$ cat config.mk
export PLATFORM = sky130hd
export DESIGN_NAME = board_ctrl_top
export DESIGN_NICKNAME = d
export VERILOG_FILES = /design/src/hdl/board_pkg.sv /design/src/hdl/board_regmap_pkg.sv /design/src/hdl/board_ctrl_regs.sv /design/src/hdl/soc_reset_seq.sv /design/src/hdl/rtc_divider.sv /design/src/hdl/fan_pwm.sv /design/src/hdl/board_ctrl_top.sv
export SDC_FILE = /design/constraint.sdc
export NUM_CORES = 1
export LEC_CHECK = 0
export BUFFER_PORTS_ARGS = -buffer_cell sky130_fd_sc_hd__buf_4
export CAP_MARGIN = 20
export CORE_UTILIZATION = 44
export DETAILED_ROUTE_END_ITERATION = 8
export GPL_TIMING_DRIVEN = 0
export PLACE_DENSITY = 0.71
export SYNTH_ARGS = -nofsm -noshare
export SYNTH_HDL_FRONTEND = slang
export SYNTH_HIERARCHICAL = 1
export SYNTH_SLANG_ARGS = --single-unit
$ cat constraint.sdc
create_clock -name soc_clk -period 2.7 [get_ports soc_clk]
set_input_delay 0.135 -clock soc_clk [delete_from_list [all_inputs] [get_ports soc_clk]]
set_output_delay 0.135 -clock soc_clk [all_outputs]
set_load 0.03 [all_outputs]
$ cat src/hdl/board_pkg.sv
`default_nettype none

package board_pkg;

  //////////////////////////////////////////////////
  // Bus and board widths
  //////////////////////////////////////////////////

  // APB byte address and data word
  typedef logic [11:0] apb_addr_t;
  typedef logic [31:0] apb_data_t;

  // Boot switch code and fan duty level
  typedef logic [1:0]  boot_mode_t;
  typedef logic [3:0]  fan_level_t;

  // RTC half period and divider counter
  typedef logic [15:0] rtc_count_t;

  //////////////////////////////////////////////////
  // Timing
  //////////////////////////////////////////////////

  // SoC reset hold after the last cause goes away
  localparam int unsigned RST_HOLD_CYCLES = 8;

  // Fan PWM: FAN_PRESCALE clocks per step, FAN_STEPS steps per period
  localparam int unsigned FAN_PRESCALE    = 4;
  localparam int unsigned FAN_STEPS       = 16;

  // Counter widths derived from the timing above
  typedef logic [$clog2(RST_HOLD_CYCLES)-1:0] rst_cnt_t;
  typedef logic [$clog2(FAN_PRESCALE)-1:0]    fan_presc_t;

endpackage

`default_nettype wire

$ cat src/hdl/board_regmap_pkg.sv
`default_nettype none

package board_regmap_pkg;

  //////////////////////////////////////////////////
  // Register offsets
  //////////////////////////////////////////////////

  localparam board_pkg::apb_addr_t CTRL_OFFS     = 12'h000;
  localparam board_pkg::apb_addr_t RTC_HALF_OFFS = 12'h004;
  localparam board_pkg::apb_addr_t FAN_OFFS      = 12'h008;
  localparam board_pkg::apb_addr_t STATUS_OFFS   = 12'h00C;

  // CTRL fields
  localparam int unsigned CTRL_SOFT_RST_BIT    = 0;
  localparam int unsigned CTRL_BOOT_OVR_EN_BIT = 1;
  localparam int unsigned CTRL_BOOT_OVR_LSB    = 2;

  // FAN fields
  localparam int unsigned FAN_LVL_LSB          = 0;
  localparam int unsigned FAN_OVR_EN_BIT       = 4;

  // STATUS fields
  localparam int unsigned STATUS_BOOT_LSB      = 0;
  localparam int unsigned STATUS_FAN_LSB       = 4;

  // Reset and error values
  localparam board_pkg::rtc_count_t RTC_HALF_RESET = 16'd24;
  localparam board_pkg::apb_data_t  ERR_READ_VALUE = 32'hBADC_AB1E;

endpackage

`default_nettype wire

$ cat src/hdl/board_ctrl_regs.sv
`timescale 1ns/1ns
`default_nettype none

module board_ctrl_regs (
  input  wire                       soc_clk,
  input  wire                       rst_n,
  // APB slave
  input  wire board_pkg::apb_addr_t paddr_i,
  input  wire                       psel_i,
  input  wire                       penable_i,
  input  wire                       pwrite_i,
  input  wire board_pkg::apb_data_t pwdata_i,
  output board_pkg::apb_data_t      prdata_o,
  output logic                      pready_o,
  output logic                      pslverr_o,
  // Board switches
  input  wire board_pkg::boot_mode_t boot_mode_i,
  input  wire board_pkg::fan_level_t fan_sw_i,
  // Towards the datapath modules
  output logic                      soft_rst_req_o,
  output board_pkg::rtc_count_t     rtc_half_o,
  output board_pkg::fan_level_t     fan_level_o,
  output board_pkg::boot_mode_t     boot_mode_o
);

  import board_pkg::*;
  import board_regmap_pkg::*;

  logic       apb_setup;
  logic       apb_wr;
  logic       sel_ctrl;
  logic       sel_rtc;
  logic       sel_fan;
  logic       sel_status;
  logic       addr_err;
  apb_data_t  rd_data;
  apb_data_t  status_word;

  // Configuration registers
  logic       soft_rst_q;
  logic       boot_ovr_en_q;
  boot_mode_t boot_ovr_val_q;
  rtc_count_t rtc_half_q;
  fan_level_t fan_ovr_lvl_q;
  logic       fan_ovr_en_q;

  // Registered bus response
  logic       pready_q;
  logic       pslverr_q;
  apb_data_t  prdata_q;

  //////////////////////////////////////////////////
  // Address decode
  //////////////////////////////////////////////////

  assign apb_setup  = psel_i & ~penable_i;
  assign apb_wr     = psel_i & penable_i & pwrite_i;

  assign sel_ctrl   = (paddr_i == CTRL_OFFS);
  assign sel_rtc    = (paddr_i == RTC_HALF_OFFS);
  assign sel_fan    = (paddr_i == FAN_OFFS);
  assign sel_status = (paddr_i == STATUS_OFFS);

  // Unmapped address, or a write to the read-only STATUS
  assign addr_err = ~(sel_ctrl | sel_rtc | sel_fan | sel_status) | (sel_status & pwrite_i);

  //////////////////////////////////////////////////
  // Effective boot mode and fan level
  //////////////////////////////////////////////////

  assign boot_mode_o = boot_ovr_en_q ? boot_ovr_val_q : boot_mode_i;
  assign fan_level_o = fan_ovr_en_q ? fan_ovr_lvl_q : fan_sw_i;

  always_comb begin
    status_word = '0;
    status_word[STATUS_BOOT_LSB +: $bits(boot_mode_t)] = boot_mode_o;
    status_word[STATUS_FAN_LSB +: $bits(fan_level_t)]  = fan_level_o;
  end

  // Read mux, unmapped reads return the error pattern
  always_comb begin
    rd_data = ERR_READ_VALUE;
    if (sel_ctrl) begin
      rd_data = '0;
      rd_data[CTRL_SOFT_RST_BIT]    = soft_rst_q;
      rd_data[CTRL_BOOT_OVR_EN_BIT] = boot_ovr_en_q;
      rd_data[CTRL_BOOT_OVR_LSB +: $bits(boot_mode_t)] = boot_ovr_val_q;
    end else if (sel_rtc) begin
      rd_data = apb_data_t'(rtc_half_q);
    end else if (sel_fan) begin
      rd_data = '0;
      rd_data[FAN_LVL_LSB +: $bits(fan_level_t)] = fan_ovr_lvl_q;
      rd_data[FAN_OVR_EN_BIT] = fan_ovr_en_q;
    end else if (sel_status) begin
      rd_data = status_word;
    end
  end

  //////////////////////////////////////////////////
  // Register writes
  //////////////////////////////////////////////////

  always_ff @(posedge soc_clk or negedge rst_n) begin
    if (!rst_n) begin
      soft_rst_q     <= 1'b0;
      boot_ovr_en_q  <= 1'b0;
      boot_ovr_val_q <= '0;
      rtc_half_q     <= RTC_HALF_RESET;
      fan_ovr_lvl_q  <= '0;
      fan_ovr_en_q   <= 1'b0;
    end else if (apb_wr) begin
      if (sel_ctrl) begin
        soft_rst_q     <= pwdata_i[CTRL_SOFT_RST_BIT];
        boot_ovr_en_q  <= pwdata_i[CTRL_BOOT_OVR_EN_BIT];
        boot_ovr_val_q <= pwdata_i[CTRL_BOOT_OVR_LSB +: $bits(boot_mode_t)];
      end
      if (sel_rtc) begin
        rtc_half_q <= pwdata_i[$bits(rtc_count_t)-1:0];
      end
      if (sel_fan) begin
        fan_ovr_lvl_q <= pwdata_i[FAN_LVL_LSB +: $bits(fan_level_t)];
        fan_ovr_en_q  <= pwdata_i[FAN_OVR_EN_BIT];
      end
    end
  end

  //////////////////////////////////////////////////
  // Bus response
  //////////////////////////////////////////////////

  // Prepared in the setup phase so it is valid for the whole access phase
  always_ff @(posedge soc_clk or negedge rst_n) begin
    if (!rst_n) begin
      pready_q  <= 1'b0;
      pslverr_q <= 1'b0;
    end else begin
      pready_q  <= apb_setup;
      pslverr_q <= apb_setup & addr_err;
    end
  end

  always_ff @(posedge soc_clk) begin
    if (apb_setup) begin
      prdata_q <= pwrite_i ? '0 : rd_data;
    end
  end

  assign pready_o       = pready_q;
  assign pslverr_o      = pslverr_q;
  assign prdata_o       = prdata_q;
  assign soft_rst_req_o = soft_rst_q;
  assign rtc_half_o     = rtc_half_q;

  // Ready is only ever given in an access phase
  a_pready_in_access: assert property (
    @(posedge soc_clk) disable iff (!rst_n) pready_o |-> (psel_i && penable_i)
  );

endmodule

`default_nettype wire

$ cat src/hdl/soc_reset_seq.sv
`timescale 1ns/1ns
`default_nettype none

module soc_reset_seq (
  input  wire  soc_clk,
  input  wire  rst_n,
  input  wire  soft_rst_req_i,
  output logic soc_rst_n_o
);

  import board_pkg::*;

  typedef enum logic {
    RST_HOLD,
    RST_RUN
  } rst_state_e;

  rst_state_e state_q;
  rst_cnt_t   hold_cnt_q;
  logic       hold_done;

  // Last cycle of the hold window
  assign hold_done = (hold_cnt_q == rst_cnt_t'(RST_HOLD_CYCLES - 1));

  always_ff @(posedge soc_clk or negedge rst_n) begin
    if (!rst_n) begin
      state_q    <= RST_HOLD;
      hold_cnt_q <= '0;
    end else if (soft_rst_req_i) begin
      // Any request restarts the hold window
      state_q    <= RST_HOLD;
      hold_cnt_q <= '0;
    end else begin
      case (state_q)
        RST_HOLD: begin
          if (hold_done) begin
            state_q <= RST_RUN;
          end else begin
            hold_cnt_q <= hold_cnt_q + 1'b1;
          end
        end
        RST_RUN: begin
          state_q <= RST_RUN;
        end
        default: begin
          state_q <= RST_HOLD;
        end
      endcase
    end
  end

  // SoC reset released only in RST_RUN
  assign soc_rst_n_o = (state_q == RST_RUN);

  a_soft_rst_holds_soc: assert property (
    @(posedge soc_clk) disable iff (!rst_n) soft_rst_req_i |=> !soc_rst_n_o
  );

endmodule

`default_nettype wire

$ cat src/hdl/rtc_divider.sv
`timescale 1ns/1ns
`default_nettype none

module rtc_divider (
  input  wire                        soc_clk,
  input  wire                        rst_n,
  input  wire board_pkg::rtc_count_t rtc_half_i,
  output logic                       rtc_o
);

  import board_pkg::*;

  rtc_count_t count_q;
  logic       wrap;

  // >= so that lowering the half period never lets the counter run away
  assign wrap = (count_q >= rtc_half_i);

  always_ff @(posedge soc_clk or negedge rst_n) begin
    if (!rst_n) begin
      count_q <= '0;
      rtc_o   <= 1'b0;
    end else if (wrap) begin
      count_q <= '0;
      rtc_o   <= ~rtc_o;
    end else begin
      count_q <= count_q + 1'b1;
    end
  end

  // Counter restarts from zero after every toggle
  a_wrap_clears_count: assert property (
    @(posedge soc_clk) disable iff (!rst_n) wrap |=> (count_q == '0)
  );

endmodule

`default_nettype wire

$ cat src/hdl/fan_pwm.sv
`timescale 1ns/1ns
`default_nettype none

module fan_pwm (
  input  wire                        soc_clk,
  input  wire                        rst_n,
  input  wire board_pkg::fan_level_t level_i,
  output logic                       fan_pwm_o
);

  import board_pkg::*;

  fan_presc_t presc_q;
  fan_level_t step_q;
  fan_level_t level_q;
  logic       presc_last;
  logic       period_last;

  //////////////////////////////////////////////////
  // Period counters
  //////////////////////////////////////////////////

  assign presc_last  = (presc_q == fan_presc_t'(FAN_PRESCALE - 1));
  assign period_last = presc_last && (step_q == fan_level_t'(FAN_STEPS - 1));

  always_ff @(posedge soc_clk or negedge rst_n) begin
    if (!rst_n) begin
      presc_q <= '0;
      step_q  <= '0;
      level_q <= '0;
    end else begin
      if (presc_last) begin
        presc_q <= '0;
      end else begin
        presc_q <= presc_q + 1'b1;
      end

      if (period_last) begin
        step_q <= '0;
      end else if (presc_last) begin
        step_q <= step_q + 1'b1;
      end

      // New level only at a period boundary, no shortened pulses
      if (period_last) begin
        level_q <= level_i;
      end
    end
  end

  //////////////////////////////////////////////////
  // Output
  //////////////////////////////////////////////////

  // High for the first level_q steps, never high for level 0
  assign fan_pwm_o = (step_q < level_q);

endmodule

`default_nettype wire

$ cat src/hdl/board_ctrl_top.sv
`timescale 1ns/1ns
`default_nettype none

module board_ctrl_top (
  input  wire                        soc_clk,
  input  wire                        rst_n,
  // APB configuration port
  input  wire board_pkg::apb_addr_t  paddr_i,
  input  wire                        psel_i,
  input  wire                        penable_i,
  input  wire                        pwrite_i,
  input  wire board_pkg::apb_data_t  pwdata_i,
  output board_pkg::apb_data_t       prdata_o,
  output logic                       pready_o,
  output logic                       pslverr_o,
  // Board pins
  input  wire board_pkg::boot_mode_t boot_mode_i,
  input  wire board_pkg::fan_level_t fan_sw_i,
  output logic                       soc_rst_n_o,
  output board_pkg::boot_mode_t      boot_mode_o,
  output logic                       rtc_o,
  output logic                       fan_pwm_o
);

  logic                  soft_rst_req;
  board_pkg::rtc_count_t rtc_half;
  board_pkg::fan_level_t fan_level;

  //////////////////////////////////////////////////
  // Configuration registers
  //////////////////////////////////////////////////

  board_ctrl_regs i_regs (
    .soc_clk        ( soc_clk      ),
    .rst_n          ( rst_n        ),
    .paddr_i        ( paddr_i      ),
    .psel_i         ( psel_i       ),
    .penable_i      ( penable_i    ),
    .pwrite_i       ( pwrite_i     ),
    .pwdata_i       ( pwdata_i     ),
    .prdata_o       ( prdata_o     ),
    .pready_o       ( pready_o     ),
    .pslverr_o      ( pslverr_o    ),
    .boot_mode_i    ( boot_mode_i  ),
    .fan_sw_i       ( fan_sw_i     ),
    .soft_rst_req_o ( soft_rst_req ),
    .rtc_half_o     ( rtc_half     ),
    .fan_level_o    ( fan_level    ),
    .boot_mode_o    ( boot_mode_o  )
  );

  //////////////////////////////////////////////////
  // SoC reset
  //////////////////////////////////////////////////

  soc_reset_seq i_reset_seq (
    .soc_clk        ( soc_clk      ),
    .rst_n          ( rst_n        ),
    .soft_rst_req_i ( soft_rst_req ),
    .soc_rst_n_o    ( soc_rst_n_o  )
  );

  //////////////////////////////////////////////////
  // RTC clock and fan
  //////////////////////////////////////////////////

  rtc_divider i_rtc_divider (
    .soc_clk    ( soc_clk  ),
    .rst_n      ( rst_n    ),
    .rtc_half_i ( rtc_half ),
    .rtc_o      ( rtc_o    )
  );

  fan_pwm i_fan_pwm (
    .soc_clk   ( soc_clk   ),
    .rst_n     ( rst_n     ),
    .level_i   ( fan_level ),
    .fan_pwm_o ( fan_pwm_o )
  );

endmodule

`default_nettype wire

==> results.tsv, run 1 <==
metric	value	unit
status	complete, no violations	
worstSetupPathType	flop to flop	
leakage	2.219	nW
wl	7.452	mm
cts_sinks	75	
cp_top_family	simple AND/OR/NAND/NOR gates	
placement.io_buffers	71	
switchingPower	0.5853	mW
path_clk_slew	0.08	ns
placedCellCount	525	
whs	0.02079	ns
syn_inst	341	
syn_to_final_growth	23.68	%
period_share	81.18	%
syn-cell-area	3968	um2
die_h	96.96	um
cts_made_buffers	9	
ir_drop	0.0003348	V
ys.flop_type	dfrtp_1	
yosysTopAreaCellShare	35.32	%
num_rows	34	
regToRegSetupSlack	0.51	ns
synth_top_area_cell	dfrtp_1	
wire_per_inst	13.75	um
grt_pass1_wl	13.10	mm
nets	508	
drv_cap	0	
syn_avg_cell_area	11.64	um2
switching_share	23.31	%
grt_usage	17.45	%
die_area	9401	um2
synth_edf_count	17	
yosysSeqAreaShare	49.51	%
max_freq	456.2	MHz
remaining_drc_errors	0	
hold_viol	0	
drive_above_1_share	34.79	%
crit_buf_inv	3	
ant_nets	0	
hp-class	primary input to flop	
num_antenna_cells	0	
endpoint_kind	flop	
drt_first_iter_violations	51	
power_density	511.6	nW/um2
ys_top_cells_by_area	dfrtp_1 (35%), edfxtp_1 (13%), ha_1 (7.6%)	
cp-start-kind	flop	
pwr-share-seq	47.9	%
grt_pass1_vias	2790	
ff_latch_area	1964	um2
post-place-ws	0.5170	ns
cpPeakStageDelay	0.52	ns
die_w	96.96	um
maxSlewHeadroom	40.33	%
place_hpwl	5.719	mm
pwr-share-comb	11.6	%
required	2.98	ns
fillers	750	
fin_total_pwr	2.510	mW
fin_cells	542	
root_buffer	clkbuf_8	
p_int	1.925	mW
fin_crit	2.192	ns
worstPathArrival	2.47	ns
finalWorstSetupSlack	0.5080	ns
cts_tree	built	
ys_async_sr_fraction	77.33	%
clkPwrFrac	40.5	%
synth.yosys.warnings	6	
synth_cell_types	46	
cts_max_level	3	
drt-pass1-iter-count	4	
avgViaCountPerCell	5.028	
synth_seq_cells	75	
setup_tns	0	ns
grt_setup_unrepaired	no	
grt_max_degree	59	
worstPathMaxFanout	10	
grt_overflow_total	0	
via_count	2725	
ioPinCount	94	
start_util	45.49	%
finalClockSkew	0.007965	ns
finalSetupViolations	0	
core_area	8721	um2
cts_setup_buffers	0	
crit_slowest_cell	or4_1	
place.gp.congestion	0.8152	
insertion_delay	0.34	ns
clockBufferDepth	2	
path_cells	inv_1, ha_1, a21o_1, a21oi_1, a211oi_1, or4_1, buf_6, buf_8, nor2_1	
worstMarginPinSlew	0.8909	ns
slew_viol_final	0	
antenna_found_initial	0	
multiInputGateArea	1747	um2
kinds of logic (layout without fill, tap and decap cells):
group / after synthesis / after routing / share of synthesized area, %
simple gates: 95 / 95 / 13.53
xor+xnor: 16 / 16 / 3.532
compound gates: 38 / 38 / 5.519
other cells: 1 / 6 / 0.09452
fa+ha+maj: 24 / 24 / 7.569
mux: 43 / 43 / 13.24
buf+inv: 49 / 137 / 7.001
flops: 75 / 75 / 49.51
through the flow:
step                      util (%)  cell area (um2)
final                        56.27             4907
after global routing         56.27             4907
after CTS                    56.27             4907
after detailed placement     53.40             4657
after global placement       53.37             4654
after floorplan                  -             3986
per-layer routing:
metal	vias to the layer above	GRT usage [%]	share of wire, %
met4	0	7.463	1.6
met1	1292	22.24	44
met3	11	2.962	4.6
li1	1348	-	-
met2	74	29.31	50
met5	-	0	0
area by class of cell:
type	count	share of cell area [%]
inverters	24	1.836
multi-input cells	222	35.59
flip-flops and latches	75	40.03
plain buffers	25	3.825
well taps	108	2.754
repair buffers	72	11.07
clock inverters	7	2.371
clock buffers	9	2.524
timing repair:
action,4_1_cts,5_1_grt
hold buffers,1,0
hold endpoints to repair,56,0
resized for setup,0,0
endpoints found under the setup margin,0,0
power by group through the flow:
| stage | combinational [mW] | clock, mW | sequential [mW] |
|---|---|---|---|
| 5_1_grt | 0.314 | 1.09 | 1.21 |
| 4_1_cts | 0.295 | 1.04 | 1.20 |
| 6_report | 0.291 | 1.02 | 1.20 |
| 3_3_place_gp | 0.288 | 0 | 1.23 |
| 2_1_floorplan | 0.111 | 0 | 1.27 |
| 3_5_place_dp | 0.292 | 0 | 1.23 |
path summary, 6_finish.rpt:
kind	from	endpoint	cells after the start
worst max-delay path	i_regs/rtc_half_o[6]	i_rtc_divider/count_q[12]	9
worst min register to register	i_fan_pwm/presc_q[0]	i_fan_pwm/presc_q[0]	1
worst max register to register	i_regs/rtc_half_o[6]	i_rtc_divider/count_q[12]	9
min in group asynchronous	rst_n	i_fan_pwm/step_q[3]	2
worst min-delay path	pwdata_i[10]	i_regs/rtc_half_o[10]	2
max in group asynchronous	rst_n	i_rtc_divider/count_q[3]	2
registers in the layout, indices dropped and copies added, names as in the netlist:
name / cells
i_fan_pwm/level_q: 4
i_fan_pwm/presc_q: 2
i_fan_pwm/step_q: 4
i_regs/boot_ovr_en_q: 1
i_regs/boot_ovr_val_q: 2
i_regs/fan_ovr_en_q: 1
i_regs/fan_ovr_lvl_q: 4
i_regs/prdata_o: 17
i_regs/pready_o: 1
i_regs/pslverr_o: 1
i_regs/rtc_half_o: 16
i_regs/soft_rst_req_o: 1
i_reset_seq/hold_cnt_q: 3
i_reset_seq/soc_rst_n_o: 1
i_rtc_divider/count_q: 16
i_rtc_divider/rtc_o: 1
Yosys cell counts, drive strengths merged (3+ instances only):
cell type / number
and3: 4
edfxtp: 17
nand3: 13
nor2: 31
inv: 24
and2: 3
a21boi: 3
a21oi: 20
nor2b: 4
nor4: 3
mux2: 36
o21ai: 9
nand4: 7
xor2: 7
xnor2: 9
mux2i: 6
dfrtp: 56
ha: 24
nor3: 6
nand2: 11
buf: 23
layout by cell type, fill, tap and decap left out, drive strengths merged, types with 13 or more instances in the layout:
cell,Yosys,routed
buf,23,94
dfrtp,56,56
mux2,36,36
nor2,31,31
inv,24,24
ha,24,24
a21oi,20,20
edfxtp,17,17
nand3,13,13
Power figures use the tool's default switching activity.
==> inputs of run 2 (changes only) <==
==> constraint.sdc (replaced) <==
create_clock -name soc_clk -period 2.1 [get_ports soc_clk]
set_input_delay 0.105 -clock soc_clk [delete_from_list [all_inputs] [get_ports soc_clk]]
set_output_delay 0.105 -clock soc_clk [all_outputs]
set_load 0.03 [all_outputs]
==> run 2 against run 1 <==
  * The run now ends with setup timing left
  * Global-route usage increased by 0.61 points
  * Clock power is 28% higher
  * Maximum frequency up 4.0%
  * Sequential share of layout area down 2.6 points
  * Critical path depth is 1 lower
  * Worst setup slack lost 0.52 ns
  * Sequential power increased by 29%
  * Cell count is 4.2% higher
  * Hold slack worse by 0.014 ns
  * Clock-buffer cell count unchanged
  * Utilization is 4.0 points higher
  * Sequential cell count unchanged
  * Critical path type unchanged
  * Largest cell class unchanged
==> results.tsv, run 2 (synthesis results as in run 1) <==
metric	value	unit
status	complete, but fails checks	
violations	setup timing	
r2r_start	i_regs/rtc_half_o[4]	
cts_tree	built	
cts_max_level	3	
reg2regPathDepth	8	
period_share	100.4	%
grt_overflow_total	0	
cpPeakStageDelay	0.64	ns
regToRegSetupSlack	-0.008	ns
fin_crit	2.108	ns
min_to	i_regs/boot_ovr_val_q[0]	
fin_total_pwr	3.257	mW
worstMarginPinSlew	0.8859	ns
grt_max_degree	59	
finalWorstSetupSlack	-0.008099	ns
ioPinCount	94	
finalSetupViolations	4	
ir_drop	0.0004461	V
crit_buf_inv	2	
multiInputGateArea	1871	um2
hold_viol	0	
place_hpwl	5.719	mm
final_cell_mix	buf_4 (97), dfrtp_1 (56), inv_1 (23)	
start_util	45.49	%
setup_tns	-0.02432	ns
path_clk_slew	0.07	ns
place.gp.congestion	0.8152	
drv_cap	0	
antenna_found_initial	0	
ff_latch_area	1964	um2
syn_to_final_growth	32.42	%
avgViaCountPerCell	5.069	
finalClockSkew	0.007564	ns
cp-start-kind	flop	
r2r-end	i_rtc_divider/count_q[0]	
remaining_drc_errors	0	
insertion_delay	0.34	ns
slew_viol_final	0	
drive_above_1_share	39.61	%
worstPathMaxFanout	8	
leakage	2.341	nW
num_antenna_cells	0	
num_rows	34	
final_common_cell	buf_4	
clockBufferDepth	2	
die_area	9401	um2
core_area	8721	um2
grt_setup_unrepaired	yes	
whs	0.006642	ns
max_freq	474.4	MHz
cp_top_family	simple AND/OR/NAND/NOR gates	
fillers	717	
wl	7.919	mm
die_w	96.96	um
maxSlewHeadroom	40.67	%
nets	531	
drt-pass1-iter-count	4	
grt_pass1_vias	2889	
hp-start	pwdata_i[2]	
power_density	619.8	nW/um2
drt_first_iter_violations	65	
cts_sinks	75	
required	2.37	ns
worstHoldPathCells	2	
wire_per_inst	14.02	um
endpoint_kind	flop	
via_count	2864	
largest_reg_flops	17	
grt_usage	18.06	%
grt_pass1_wl	13.49	mm
placement.io_buffers	71	
hp-class	primary input to flop	
root_buffer	clkbuf_8	
cts_made_buffers	9	
path_cells	inv_2, ha_1, nand4_1, or3_4, a221oi_2, or4_4, clkbuf_16, nor2_2	
worstSetupPathType	flop to flop	
crit_slowest_cell	or4_4	
die_h	96.96	um
worstPathArrival	2.38	ns
ant_nets	0	
-- run 2: cell count changes in the layout (fill, tap and decap cells not counted), sizes merged --
| cell | change |
|---|---|
| dlygate4sd3 | +13 |
| buf | +9 |
| clkbuf | +1 |
-- run 2: how the worst max path moves through the flow --
stage                     cells after the start                        end             startpoint  slack (ns)
final                                         8   i_rtc_divider/count_q[0]   i_regs/rtc_half_o[4]      -0.008
after floorplan                               9  i_rtc_divider/count_q[10]   i_regs/rtc_half_o[6]        0.11
after global placement                        9  i_rtc_divider/count_q[11]   i_regs/rtc_half_o[6]       -0.07
after CTS                                     9   i_rtc_divider/count_q[0]   i_regs/rtc_half_o[4]      0.0004
after global routing                          8   i_rtc_divider/count_q[0]  i_regs/rtc_half_o[12]       -0.08
after detailed placement                      9   i_rtc_divider/count_q[7]   i_regs/rtc_half_o[6]       -0.08
-- run 2: timing repair --
action | in CTS | in global routing
resized for setup | 3 | 29
hold buffers | 12 | 2
setup buffers | 9 | 1
pin swaps | 1 | 14
setup endpoints to repair | 11 | 16
cloned | 0 | 1
hold endpoints to repair | 67 | 2
-- run 2: layer usage --
metal / GRT usage (%) / share of wire (%) / up-vias
met5: 0 / 0 / -
met1: 22.81 / 42 / 1372
met4: 6.659 / 1.8 / 0
li1: - / - / 1392
met2: 30.12 / 50 / 87
met3: 4.335 / 5.4 / 13
-- run 2: per-stage QoR --
step           std cells  utilization [%]  worst slack [ns]  instance area, um2
2_1_floorplan        346                -            0.1103                3986
5_1_grt              565            60.24          -0.08131                5254
3_5_place_dp         525            53.40          -0.08305                4657
6_report             565            60.24         -0.008099                5254
4_1_cts              562            58.64         0.0003799                5114
3_3_place_gp         525            53.37          -0.07333                4654
-- run 2: final cells by class --
cell class / count / share of cell area, %
Sequential cell: 75 / 37.39
Clock inverter: 7 / 2.215
Multi-Input combinational cell: 222 / 35.60
Inverter: 24 / 1.715
Buffer: 24 / 3.358
Timing Repair Buffer: 96 / 14.79
Clock buffer: 9 / 2.358
Tap cell: 108 / 2.572
-- run 2: power by group --
group | internal, mW | total, mW | switching (mW) | leakage (nW)
clock | 0.786 | 1.31 | 0.523 | 0.119
sequential | 1.53 | 1.55 | 0.0194 | 0.909
combinational | 0.179 | 0.399 | 0.220 | 1.31
total | 2.49 | 3.26 | 0.763 | 2.34
==> inputs of run 3 (changes only) <==
--- a/config.mk
+++ b/config.mk
@@ -7,10 +7,10 @@
 export LEC_CHECK = 0
 export BUFFER_PORTS_ARGS = -buffer_cell sky130_fd_sc_hd__buf_4
 export CAP_MARGIN = 20
-export CORE_UTILIZATION = 44
+export CORE_UTILIZATION = 54
 export DETAILED_ROUTE_END_ITERATION = 8
 export GPL_TIMING_DRIVEN = 0
-export PLACE_DENSITY = 0.71
+export PLACE_DENSITY = 0.83
 export SYNTH_ARGS = -nofsm -noshare
 export SYNTH_HDL_FRONTEND = slang
 export SYNTH_HIERARCHICAL = 1
==> constraint.sdc (replaced) <==
create_clock -name soc_clk -period 2.2 [get_ports soc_clk]
set_input_delay 0.11 -clock soc_clk [delete_from_list [all_inputs] [get_ports soc_clk]]
set_output_delay 0.11 -clock soc_clk [all_outputs]
set_load 0.03 [all_outputs]
==> run 3 against run 2 <==
  * The run still ends with setup timing left
  * Routed wire length is 10% higher
  * Global-route usage up 4.7 points
  * Clock-buffer cell count increased by 4
  * Design area down 2.5%
  * Die area fell by 18%
  * Register-to-register slack got worse by 0.03 ns
  * Worst setup slack worse by 0.027 ns
  * Via count grew 2.0%
  * Sequential share of layout area is 0.96 points higher
  * First-iteration DRC count up 98%
  * Sequential power is 5% lower
  * Hold slack improved by 0.0097 ns
  * Critical endpoint is now i_rtc_divider/count_q[9]
  * Largest cell class unchanged
==> results.tsv, run 3 (synthesis results as in run 1) <==
metric	value	unit
cp-start-kind	flop	
drv_cap	0	
max_freq	447.3	MHz
worstSetupPathType	flop to flop	
place_hpwl	5.830	mm
grt_pass1_wl	12.97	mm
wl_met2	4.279	mm
setup_tns	-0.2717	ns
largest_reg_flops	17	
violations	setup timing	
period_share	101.6	%
avgViaCountPerCell	5.332	
die_area	7694	um2
ir_drop	0.0003209	V
ioPinCount	94	
num_antenna_cells	0	
fin_crit	2.236	ns
worstPathArrival	2.47	ns
clockBufferDepth	2	
worstMarginPinSlew	0.9355	ns
finalSetupViolations	10	
finalClockSkew	0.008456	ns
power_density	567.6	nW/um2
endpoint_kind	flop	
start_util	57.14	%
core_area	6944	um2
wire_per_inst	15.93	um
utilization	73.77	%
cts_tree	built	
leakage	2.296	nW
syn_to_final_growth	29.11	%
via_count	2922	
final_common_cell	buf_4	
slew_viol_final	0	
ant_nets	0	
finalWorstSetupSlack	-0.03558	ns
final_cell_mix	buf_4 (91), dfrtp_1 (56), nor2_1 (25)	
drive_above_1_share	36.95	%
hp-class	primary input to flop	
status	complete, but fails checks	
drt_first_iter_violations	129	
nets	526	
grt_usage	22.78	%
antenna_found_initial	0	
remaining_drc_errors	0	
required	2.44	ns
wl_met3	561	um
grt_overflow_total	0	
path_clk_slew	0.08	ns
highest_layer	met4	
cts_made_buffers	9	
insertion_delay	0.35	ns
num_rows	30	
met1_length	3.688	mm
worstPathMaxFanout	5	
placement.io_buffers	71	
wl	8.728	mm
die_h	87.72	um
maxSlewHeadroom	37.35	%
drt-pass1-iter-count	5	
grt_max_degree	59	
grt_pass1_vias	2728	
die_w	87.72	um
cts_max_level	3	
cts_sinks	75	
hold_viol	0	
root_buffer	clkbuf_8	
grt_setup_unrepaired	yes	
place.gp.congestion	0.8554	
==> run 3: metal layers <==
layer / track usage [%] / vias to the layer above
li1: - / 1397
met1: 28.24 / 1406
met2: 38.55 / 104
met3: 4.147 / 15
met4: 11.03 / 0
met5: 0 / -
==> run 3: worst max-delay path, cell delays in order (launching register included) <==
cell and delay, ns:
dfstp_2 0.57, inv_2 0.06, ha_4 0.26, nand4_1 0.12, or3_4 0.42, a221oi_4 0.24, or4_4 0.25, clkbuf_16 0.16
nor2_1 0.04
==> run 3: final timing paths <==
check	start	end	slack, ns	cells past startpoint
max in group asynchronous	rst_n	i_rtc_divider/count_q[0]	1.33	2
min in group asynchronous	rst_n	i_fan_pwm/level_q[3]	0.39	2
setup / recovery	i_regs/rtc_half_o[4]	i_rtc_divider/count_q[9]	-0.04	8
setup reg to reg	i_regs/rtc_half_o[4]	i_rtc_divider/count_q[9]	-0.04	8
hold / removal	pwdata_i[2]	i_regs/boot_ovr_val_q[0]	0.02	2
hold reg to reg	i_fan_pwm/presc_q[0]	i_fan_pwm/presc_q[0]	0.44	1
==> run 3: layout make-up <==
type	count	area, um2
multi-input combinational	223	1841
timing repair buffer	90	730.7
fill	461	1822
buffer	24	176.4
clock inverter	3	18.77
inverter	24	90.09
tap	96	120.1
sequential	75	1964
clock buffer	13	181.4
==> run 3: timing repair <==
action                                  CTS  global route
resized for setup                         2            17
endpoints found under the setup margin   10            11
gates cloned                              0             2
pin swaps                                 0             5
hold buffers                             15             0
hold endpoints to repair                 70             0
buffers inserted                          2             1
==> run 3: where the power goes <==
group	switching [mW]	internal [mW]	total (mW)
logic	0.214	0.172	0.386
clock network	0.497	0.546	1.04
registers	0.0194	1.46	1.48
==> run 3: through the flow <==
stage	worst slack, ns	std cells	hold slack, ns	instance area, um2	power, mW
finish	-0.03558	548	0.01637	5122	2.907
floorplan	0.2103	346	-0.1856	3986	1.698
global placement	0.05183	513	0.2061	4639	1.857
detailed placement	-0.02173	513	0.2203	4642	1.864
global route	-0.1180	548	0.009709	5122	3.019
CTS	0.02399	546	0.003790	5017	2.913
